## src/include/agcAddressMap.svh

```systemverilog
//////////////////////////////
// AGC register indices
//////////////////////////////
`ifndef AGC_ADDRESS_MAP_SVH
`define AGC_ADDRESS_MAP_SVH

// register index is the low two address bits within the loop space.

// mode in bits 1:0, gain shift in bits 7:4.
`define AGC_REG_CONTROL    2'd0
// target log level in bits 7:0.
`define AGC_REG_REFERENCE  2'd1
// manual gain word in bits 20:0.
`define AGC_REG_MANUAL     2'd2
// integrator, read only.
`define AGC_REG_INTEGRATOR 2'd3

`endif
```

## src/hw/agcPkg.sv

```systemverilog
//////////////////////////////
// AGC shared definitions
//////////////////////////////
`default_nettype none

package agcPkg;

    // signed soft decision from the bit synchronizer.
    localparam int SAMPLE_WIDTH = 18;
    // rectified level, magnitude bits 16:1.
    localparam int LEVEL_WIDTH = 16;
    // log2 value, leading-one position over a 4-bit mantissa.
    localparam int LOG_WIDTH = 8;
    // gain word for the external amplifier.
    localparam int GAIN_WIDTH = 21;

    // host address and register data.
    localparam int ADDR_WIDTH = 13;
    localparam int DATA_WIDTH = 32;
    // low address bits pick the register, the rest pick the loop.
    localparam int REG_INDEX_WIDTH = 2;
    localparam int SPACE_WIDTH = ADDR_WIDTH - REG_INDEX_WIDTH;

    // loop mode, held in CONTROL bits 1:0.
    typedef enum logic [1:0] {
        MODE_HOLD   = 2'd0,
        MODE_TRACK  = 2'd1,
        MODE_MANUAL = 2'd2
    } agcModeT;

    // host bridge handshake states.
    typedef enum logic [1:0] {
        BRIDGE_IDLE   = 2'd0,
        BRIDGE_ACCESS = 2'd1,
        BRIDGE_ACKED  = 2'd2
    } bridgeStateT;

endpackage

`default_nettype wire

```

## src/hw/agcSubsystem.sv

```systemverilog
//////////////////////////////
// AGC subsystem top
//////////////////////////////
`timescale 1ns/1ns
`default_nettype none

module agcSubsystem
    import agcPkg::*;
#(
    parameter logic [SPACE_WIDTH-1:0] RegSpace = 11'h040
) (
    input  logic                           clk,
    input  logic                           reset,
    input  logic                           req,
    input  logic                           write,
    input  logic [3:0]                     byteEn,
    input  logic [ADDR_WIDTH-1:0]          addr,
    input  logic [DATA_WIDTH-1:0]          wdata,
    output logic                           ack,
    output logic [DATA_WIDTH-1:0]          rdata,
    input  logic signed [SAMPLE_WIDTH-1:0] rx,
    input  logic                           clkEn,
    output logic [GAIN_WIDTH-1:0]          agcGain
);

    // internal register bus.
    logic                  wr0;
    logic                  wr1;
    logic                  wr2;
    logic                  wr3;
    logic [ADDR_WIDTH-1:0] busAddr;
    logic [DATA_WIDTH-1:0] busDin;
    logic [DATA_WIDTH-1:0] busDout;

    hostBusBridge bridge (
        .clk     (clk),
        .reset   (reset),
        .req     (req),
        .write   (write),
        .byteEn  (byteEn),
        .addr    (addr),
        .wdata   (wdata),
        .ack     (ack),
        .rdata   (rdata),
        .wr0     (wr0),
        .wr1     (wr1),
        .wr2     (wr2),
        .wr3     (wr3),
        .busAddr (busAddr),
        .busDin  (busDin),
        .busDout (busDout)
    );

    pcmAgcLoop #(
        .RegSpace (RegSpace)
    ) agcLoop (
        .clk     (clk),
        .reset   (reset),
        .clkEn   (clkEn),
        .rx      (rx),
        .wr0     (wr0),
        .wr1     (wr1),
        .wr2     (wr2),
        .wr3     (wr3),
        .addr    (busAddr),
        .din     (busDin),
        .dout    (busDout),
        .agcGain (agcGain)
    );

endmodule

`default_nettype wire

```

## src/hw/pcmAgcLoop.sv

```systemverilog
//////////////////////////////
// PCM AGC loop
//////////////////////////////
`timescale 1ns/1ns
`default_nettype none

module pcmAgcLoop
    import agcPkg::*;
#(
    parameter logic [SPACE_WIDTH-1:0] RegSpace = 11'h040
) (
    input  logic                           clk,
    input  logic                           reset,
    input  logic                           clkEn,
    input  logic signed [SAMPLE_WIDTH-1:0] rx,
    input  logic                           wr0,
    input  logic                           wr1,
    input  logic                           wr2,
    input  logic                           wr3,
    input  logic [ADDR_WIDTH-1:0]          addr,
    input  logic [DATA_WIDTH-1:0]          din,
    output logic [DATA_WIDTH-1:0]          dout,
    output logic [GAIN_WIDTH-1:0]          agcGain
);

    logic [SAMPLE_WIDTH-1:0] negated;
    logic [SAMPLE_WIDTH-2:0] magnitude;
    logic [LEVEL_WIDTH-1:0]  rxLevel;
    logic                    levelValid;
    logic [LOG_WIDTH-1:0]    logLevel;
    logic                    logValid;
    logic                    cs;
    logic [DATA_WIDTH-1:0]   loopOutput;

    // rectify, the most negative code would overflow so clamp it.
    always_comb begin
        negated = -rx;
        if (rx[SAMPLE_WIDTH-1] && ~|rx[SAMPLE_WIDTH-2:0]) begin
            magnitude = '1;
        end else if (rx[SAMPLE_WIDTH-1]) begin
            magnitude = negated[SAMPLE_WIDTH-2:0];
        end else begin
            magnitude = rx[SAMPLE_WIDTH-2:0];
        end
    end

    // level is taken at the symbol enable only.
    always_ff @(posedge clk) begin
        if (clkEn) begin
            rxLevel <= magnitude[SAMPLE_WIDTH-2 -: LEVEL_WIDTH];
        end
    end

    // valid lines up with the new level.
    always_ff @(posedge clk) begin
        if (reset) begin
            levelValid <= 1'b0;
        end else begin
            levelValid <= clkEn;
        end
    end

    log2Converter levelLog (
        .clk      (clk),
        .reset    (reset),
        .syncIn   (levelValid),
        .linear   (rxLevel),
        .log      (logLevel),
        .logValid (logValid)
    );

    // upper address bits select this channel.
    assign cs = (addr[ADDR_WIDTH-1:REG_INDEX_WIDTH] == RegSpace);

    agcLoopFilter loopFilter (
        .clk         (clk),
        .reset       (reset),
        .cs          (cs),
        .wr0         (wr0),
        .wr1         (wr1),
        .wr2         (wr2),
        .wr3         (wr3),
        .addr        (addr[REG_INDEX_WIDTH-1:0]),
        .din         (din),
        .signalLevel (logLevel),
        .signalValid (logValid),
        .dout        (dout),
        .loopOutput  (loopOutput)
    );

    // amplifier gets the top of the integrator.
    assign agcGain = loopOutput[DATA_WIDTH-1 -: GAIN_WIDTH];

endmodule

`default_nettype wire

```

## src/hw/agcLoopFilter.sv

```systemverilog
//////////////////////////////
// AGC loop filter
//////////////////////////////
`timescale 1ns/1ns
`default_nettype none

`include "agcAddressMap.svh"

module agcLoopFilter
    import agcPkg::*;
(
    input  logic                       clk,
    input  logic                       reset,
    input  logic                       cs,
    input  logic                       wr0,
    input  logic                       wr1,
    input  logic                       wr2,
    input  logic                       wr3,
    input  logic [REG_INDEX_WIDTH-1:0] addr,
    input  logic [DATA_WIDTH-1:0]      din,
    input  logic [LOG_WIDTH-1:0]       signalLevel,
    input  logic                       signalValid,
    output logic [DATA_WIDTH-1:0]      dout,
    output logic [DATA_WIDTH-1:0]      loopOutput
);

    // implemented bits of each writable register.
    localparam logic [DATA_WIDTH-1:0] CONTROL_MASK   = 32'h0000_00F3;
    localparam logic [DATA_WIDTH-1:0] REFERENCE_MASK = 32'h0000_00FF;
    localparam logic [DATA_WIDTH-1:0] MANUAL_MASK    = 32'h001F_FFFF;
    // error shifted by up to 15 needs this many bits.
    localparam int STEP_WIDTH = LOG_WIDTH + 1 + 15;
    localparam int MANUAL_SHIFT = DATA_WIDTH - GAIN_WIDTH;

    logic [3:0]                   lanes;
    logic [DATA_WIDTH-1:0]        controlReg;
    logic [DATA_WIDTH-1:0]        referenceReg;
    logic [DATA_WIDTH-1:0]        manualReg;
    logic [DATA_WIDTH-1:0]        integrator;
    agcModeT                      mode;
    logic [3:0]                   gainShift;
    logic signed [LOG_WIDTH:0]    error;
    logic signed [STEP_WIDTH-1:0] step;
    logic signed [DATA_WIDTH+1:0] sum;
    logic [DATA_WIDTH-1:0]        nextIntegrator;

    // replace only the bytes whose strobe is set.
    function automatic logic [DATA_WIDTH-1:0] laneMerge(
        input logic [DATA_WIDTH-1:0] old,
        input logic [DATA_WIDTH-1:0] data,
        input logic [3:0]            strobes
    );
        logic [DATA_WIDTH-1:0] merged;
        merged = old;
        for (int b = 0; b < 4; b++) begin
            if (strobes[b]) begin
                merged[8*b +: 8] = data[8*b +: 8];
            end
        end
        return merged;
    endfunction

    assign lanes = {wr3, wr2, wr1, wr0};

    // control fields.
    assign mode      = agcModeT'(controlReg[1:0]);
    assign gainShift = controlReg[7:4];

    // error is reference minus measured level, both unsigned logs.
    always_comb begin
        error = $signed({1'b0, referenceReg[LOG_WIDTH-1:0]}) - $signed({1'b0, signalLevel});
        step  = error;
        step  = step <<< gainShift;
        sum   = $signed({2'b00, integrator}) + step;
        // clamp to the unsigned 32-bit range.
        if (sum[DATA_WIDTH+1]) begin
            nextIntegrator = '0;
        end else if (sum[DATA_WIDTH]) begin
            nextIntegrator = '1;
        end else begin
            nextIntegrator = sum[DATA_WIDTH-1:0];
        end
    end

    // register writes and the integrator.
    always_ff @(posedge clk) begin
        if (reset) begin
            controlReg   <= '0;
            referenceReg <= '0;
            manualReg    <= '0;
            // mid scale gain out of reset.
            integrator   <= 32'h8000_0000;
        end else begin
            if (cs && addr == `AGC_REG_CONTROL) begin
                controlReg <= laneMerge(controlReg, din, lanes) & CONTROL_MASK;
            end
            if (cs && addr == `AGC_REG_REFERENCE) begin
                referenceReg <= laneMerge(referenceReg, din, lanes) & REFERENCE_MASK;
            end
            if (cs && addr == `AGC_REG_MANUAL) begin
                manualReg <= laneMerge(manualReg, din, lanes) & MANUAL_MASK;
            end
            // only tracking mode integrates.
            if (mode == MODE_TRACK && signalValid) begin
                integrator <= nextIntegrator;
            end
        end
    end

    // read mux, zero when the loop is not addressed.
    always_comb begin
        dout = '0;
        if (cs) begin
            case (addr)
                `AGC_REG_CONTROL:    dout = controlReg;
                `AGC_REG_REFERENCE:  dout = referenceReg;
                `AGC_REG_MANUAL:     dout = manualReg;
                `AGC_REG_INTEGRATOR: dout = integrator;
                default:             dout = '0;
            endcase
        end
    end

    // manual gain lands in the same bits as the integrator top.
    assign loopOutput = (mode == MODE_MANUAL)
                      ? {manualReg[GAIN_WIDTH-1:0], {MANUAL_SHIFT{1'b0}}}
                      : integrator;

endmodule

`default_nettype wire

```

## src/hw/log2Converter.sv

```systemverilog
//////////////////////////////
// Linear to log2 converter
//////////////////////////////
`timescale 1ns/1ns
`default_nettype none

module log2Converter
    import agcPkg::*;
(
    input  logic                   clk,
    input  logic                   reset,
    input  logic                   syncIn,
    input  logic [LEVEL_WIDTH-1:0] linear,
    output logic [LOG_WIDTH-1:0]   log,
    output logic                   logValid
);

    // each log nibble is half the output word.
    localparam int NIBBLE = LOG_WIDTH / 2;

    logic [NIBBLE-1:0]      stagePos;
    logic [LEVEL_WIDTH-1:0] stageLinear;
    logic                   stageValid;
    logic [LEVEL_WIDTH-1:0] normalized;

    // position of the highest set bit, zero for a zero input.
    function automatic logic [NIBBLE-1:0] leadingOne(input logic [LEVEL_WIDTH-1:0] value);
        logic [NIBBLE-1:0] pos;
        pos = '0;
        for (int i = 0; i < LEVEL_WIDTH; i++) begin
            if (value[i]) begin
                pos = NIBBLE'(i);
            end
        end
        return pos;
    endfunction

    // stage one, find the leading one and keep the input beside it.
    always_ff @(posedge clk) begin
        stagePos    <= leadingOne(linear);
        stageLinear <= linear;
    end

    // move the leading one to the top bit.
    // bits under it then sit just below, zero filled for small values.
    assign normalized = stageLinear << (NIBBLE'(LEVEL_WIDTH - 1) - stagePos);

    // stage two, pack position and mantissa.
    always_ff @(posedge clk) begin
        log <= {stagePos, normalized[LEVEL_WIDTH-2 -: NIBBLE]};
    end

    // valid follows the data through both stages.
    always_ff @(posedge clk) begin
        if (reset) begin
            stageValid <= 1'b0;
            logValid   <= 1'b0;
        end else begin
            stageValid <= syncIn;
            logValid   <= stageValid;
        end
    end

endmodule

`default_nettype wire

```

## src/hw/hostBusBridge.sv

```systemverilog
//////////////////////////////
// Host req/ack bridge
//////////////////////////////
`timescale 1ns/1ns
`default_nettype none

module hostBusBridge
    import agcPkg::*;
(
    input  logic                  clk,
    input  logic                  reset,
    input  logic                  req,
    input  logic                  write,
    input  logic [3:0]            byteEn,
    input  logic [ADDR_WIDTH-1:0] addr,
    input  logic [DATA_WIDTH-1:0] wdata,
    output logic                  ack,
    output logic [DATA_WIDTH-1:0] rdata,
    output logic                  wr0,
    output logic                  wr1,
    output logic                  wr2,
    output logic                  wr3,
    output logic [ADDR_WIDTH-1:0] busAddr,
    output logic [DATA_WIDTH-1:0] busDin,
    input  logic [DATA_WIDTH-1:0] busDout
);

    bridgeStateT state;
    logic [3:0]  strobe;
    logic        isWrite;

    // handshake FSM, strobes are high only during BRIDGE_ACCESS.
    always_ff @(posedge clk) begin
        if (reset) begin
            state  <= BRIDGE_IDLE;
            strobe <= 4'b0000;
        end else begin
            // default drops the strobes after their single cycle.
            strobe <= 4'b0000;
            case (state)
                BRIDGE_IDLE: begin
                    if (req) begin
                        state  <= BRIDGE_ACCESS;
                        strobe <= write ? byteEn : 4'b0000;
                    end
                end
                BRIDGE_ACCESS: begin
                    state <= BRIDGE_ACKED;
                end
                BRIDGE_ACKED: begin
                    // a slow host just parks us here.
                    if (!req) begin
                        state <= BRIDGE_IDLE;
                    end
                end
                default: begin
                    state <= BRIDGE_IDLE;
                end
            endcase
        end
    end

    // latch the access when it is accepted.
    always_ff @(posedge clk) begin
        if (state == BRIDGE_IDLE && req) begin
            busAddr <= addr;
            busDin  <= wdata;
            isWrite <= write;
        end
        // read data is sampled at the end of the access cycle.
        if (state == BRIDGE_ACCESS && !isWrite) begin
            rdata <= busDout;
        end
    end

    // ack is high for the whole acked phase.
    assign ack = (state == BRIDGE_ACKED);

    assign wr0 = strobe[0];
    assign wr1 = strobe[1];
    assign wr2 = strobe[2];
    assign wr3 = strobe[3];

endmodule

`default_nettype wire

```

## config.mk

```make
export PLATFORM = sky130hd
export DESIGN_NAME = agcSubsystem
export DESIGN_NICKNAME = d
export VERILOG_FILES = /design/src/hw/agcPkg.sv /design/src/hw/agcSubsystem.sv /design/src/hw/pcmAgcLoop.sv /design/src/hw/agcLoopFilter.sv /design/src/hw/log2Converter.sv /design/src/hw/hostBusBridge.sv
export VERILOG_INCLUDE_DIRS = /design/src /design/src/include
export SDC_FILE = /design/constraint.sdc
export NUM_CORES = 1
export LEC_CHECK = 0
export ABC_AREA = 1
export BUFFER_PORTS_ARGS = -buffer_cell sky130_fd_sc_hd__buf_2
export CORE_MARGIN = 5
export CORE_UTILIZATION = 55
export CTS_BUF_LIST = sky130_fd_sc_hd__clkbuf_4 sky130_fd_sc_hd__clkbuf_8
export DETAILED_ROUTE_END_ITERATION = 7
export PLACE_DENSITY = 0.79
export REMOVE_ABC_BUFFERS = 1
export SYNTH_ARGS = -nofsm -noshare
export SYNTH_HDL_FRONTEND = slang
export SYNTH_HIERARCHICAL = 1
export SYNTH_SLANG_ARGS = --single-unit
```

## constraint.sdc

```tcl
create_clock -name clk -period 4.9 [get_ports clk]
set_input_delay 0.98 -clock clk [delete_from_list [all_inputs] [get_ports clk]]
set_output_delay 0.98 -clock clk [all_outputs]
set_load 0.05 [all_outputs]
```

==> impl_metrics.env <==
export IMPL_stdcell_area_sq_um=12800
export IMPL_cp_end_kind="flip-flop"
export IMPL_clockBufferDepth=2
export IMPL_ioPinCount=126
export IMPL_setup_tns_ns=0
export IMPL_worst_pin_slew_ns=0.933
export IMPL_layout_setup_ws_ns=0.574
export IMPL_cts_sinks=185
export IMPL_netlist_area_sq_um=11600
export IMPL_dpl_worst_slack_ns=0.649
export IMPL_wl_per_cell_um=15.4
export IMPL_grt_max_degree=38
export IMPL_power_mw=3.25
export IMPL_ant_nets=0
export IMPL_power_frac_clock_pct=35.0
export IMPL_fillers=1905
export IMPL_critPathKind="flip-flop to flip-flop"
export IMPL_yosysWarnings=6
export IMPL_cp_arrival_ns=4.65
export IMPL_synthesis_instances=1618
export IMPL_pwr_share_comb_pct=12.0
export IMPL_status="finished, final reports clean"
export IMPL_vias=10756
export IMPL_grt_pass1_vias=9935
export IMPL_crit_fanout=32
export IMPL_min_period_over_period_pct=88.3
export IMPL_syn_avg_cell_area_sq_um=7.19
export IMPL_portBuffers=113
export IMPL_ir_drop_uv=256
export IMPL_power_density_nw_per_um2=254
export IMPL_diodes=0
export IMPL_dieArea_sq_um=24200
export IMPL_syn_to_final_growth_pct=10.2
export IMPL_max_freq_mhz=231
export IMPL_cts_buffers=17
export IMPL_start_util_pct=55.5
export IMPL_p_int_mw=2.35
export IMPL_die_y_um=155
export IMPL_required_ns=5.23
export IMPL_rows=53
export IMPL_multi_input_area_sq_um=5870
export IMPL_grt_pass1_wl_um=49400
export IMPL_place_hpwl_um=24600
export IMPL_avgViaCountPerCell=5.38
export IMPL_seqPwrFrac_pct=53.0
export IMPL_max_cap_violations=0
export IMPL_cts_setup_buffers=0
export IMPL_cts_clk_slew_worst_paths_ns=0.10
export IMPL_clock_latency_ns=0.47
export IMPL_grt_setup_unrepaired="false"
export IMPL_cts_resized=0
export IMPL_fin_crit_ns=4.33
export IMPL_clockRootBuffer="clkbuf_8"
export IMPL_dpl_cell_area_sq_um=12400
export IMPL_finalWirelength_um=30800
export IMPL_drt_iter0_drc=941
export IMPL_maxSlewViolCount=0
export IMPL_swShare_pct=27.7
export IMPL_fin_util_pct=61.2
export IMPL_leakagePower_nw=5.98
export IMPL_final_hold_viol_count=0
export IMPL_nets=1831
export IMPL_drive_gt1_share_pct=14.9
export IMPL_p_switching_uw=902
export IMPL_htreeDepth=4
export IMPL_holdCritPathClass="flip-flop to flip-flop"
export IMPL_die_x_um=155
export IMPL_setup_violations=0
export IMPL_cts_tree="built"
export IMPL_finalClockSkew_ns=0.0244
export IMPL_antenna_found_initial=0
export IMPL_regArea_sq_um=4530
export IMPL_cts_hold_buf=0
export IMPL_core_sq_um=21000
export IMPL_drc_errors=0
export IMPL_cp_start_kind="flip-flop"
export IMPL_slew_headroom_pct=37.7
export IMPL_gr_usage_all_layers_pct=25.4
export IMPL_dr_pass1_iters=6
export IMPL_gp_congestion=1.00
export IMPL_grt_overflow=0
-- sequential cells by signal, summed over array words and instances (netlist names) --
| name | count |
|---|---|
| agcLoop/loopFilter/integrator | 32 |
| bridge/rdata | 32 |
| agcLoop/loopFilter/manualReg | 21 |
| bridge/busDin | 21 |
| agcLoop/rxLevel | 16 |
| agcLoop/levelLog/stageLinear | 15 |
| bridge/busAddr | 13 |
| agcLoop/levelLog/log | 8 |
| agcLoop/loopFilter/referenceReg | 8 |
| agcLoop/loopFilter/controlReg | 6 |
| agcLoop/levelLog/stagePos | 4 |
| bridge/strobe | 3 |
| bridge/state | 2 |
| agcLoop/levelLog/logValid | 1 |
| agcLoop/levelLog/stageValid | 1 |
| agcLoop/levelValid | 1 |
| bridge/isWrite | 1 |
-- path summary, 6_finish.rpt --
path	start	end	slack [ns]	cells after the start
max	agcLoop/loopFilter/referenceReg[0]	agcLoop/loopFilter/integrator[2]	0.57	27
min	agcLoop/rxLevel[0]	agcLoop/levelLog/stageLinear[0]	0.35	0
max reg2reg	agcLoop/loopFilter/referenceReg[0]	agcLoop/loopFilter/integrator[2]	0.57	27
min reg2reg	agcLoop/rxLevel[0]	agcLoop/levelLog/stageLinear[0]	0.35	0
-- per-layer routing --
| layer | vias to the layer above | wire length, um | global-route usage [%] |
|---|---|---|---|
| li1 | 5397 | - | - |
| met1 | 4883 | 13900 | 35.7 |
| met5 | - | 0 | 0 |
| met3 | 65 | 2280 | 4.09 |
| met2 | 411 | 13700 | 40.3 |
| met4 | 0 | 861 | 8.21 |
-- through the flow --
| stage | hold WS, ns | cells |
|---|---|---|
| floorplan | 0.323 | 1571 |
| global placement | 0.326 | 1969 |
| detailed placement | 0.332 | 1969 |
| CTS | 0.355 | 2001 |
| global route | 0.371 | 2001 |
| finish | 0.354 | 2001 |
-- power groups by stage --
| stage | sequential (mW) | clock, mW | combinational, mW |
|---|---|---|---|
| 3_3_place_gp | 1.76 | 0 | 0.376 |
| 5_1_grt | 1.73 | 1.22 | 0.440 |
| 4_1_cts | 1.72 | 1.15 | 0.386 |
| 2_1_floorplan | 1.77 | 0 | 0.246 |
| 3_5_place_dp | 1.76 | 0 | 0.383 |
| 6_report | 1.72 | 1.14 | 0.389 |
-- worst max-delay path, stage by stage, from the launching register on --
cell     delay (ns)
dfxtp_1        0.32
inv_1          0.10
ha_1           0.22
fa_1           0.41
inv_1          0.07
nand3_1        0.08
nand2_1        0.12
nand2_1        0.09
nand2_2        0.22
nand2_1        0.14
nand2_1        0.09
nand2_1        0.05
nand2_1        0.09
o21ai_0        0.16
ha_1           0.43
nand2_1        0.13
nor2_1         0.16
inv_1          0.09
nor2_1         0.15
nand2_1        0.08
nand2_2        0.13
nand2_2        0.08
nand2_1        0.08
nand2_2        0.06
nand2_4        0.29
nand2_1        0.17
nand3_2        0.11
a21oi_2        0.05
-- cells in the final DEF, fill, tap and decap left out, types with 15 or more instances in the layout --
cell        n
o21ai_0    63
inv_1     247
buf_2     113
nor2_1    128
nand2_1   510
edfxtp_1   83
xnor2_1    15
a211oi_1   26
dfxtp_1   102
nand3_2    34
clkbuf_8   17
nand3_1   101
a21oi_1    54
ha_1       44
a21oi_2    31
-- final cells by class --
| cell class | instances | area share (%) |
|---|---|---|
| clock buffer | 17 | 1.83 |
| clock inverter | 15 | 1.77 |
| inverter | 256 | 7.50 |
| multi-input combinational | 1130 | 45.8 |
| sequential | 185 | 35.4 |
| tap | 275 | 2.68 |
| timing repair buffer | 123 | 5.09 |
Note: power is estimated with default switching activity, not from simulation.
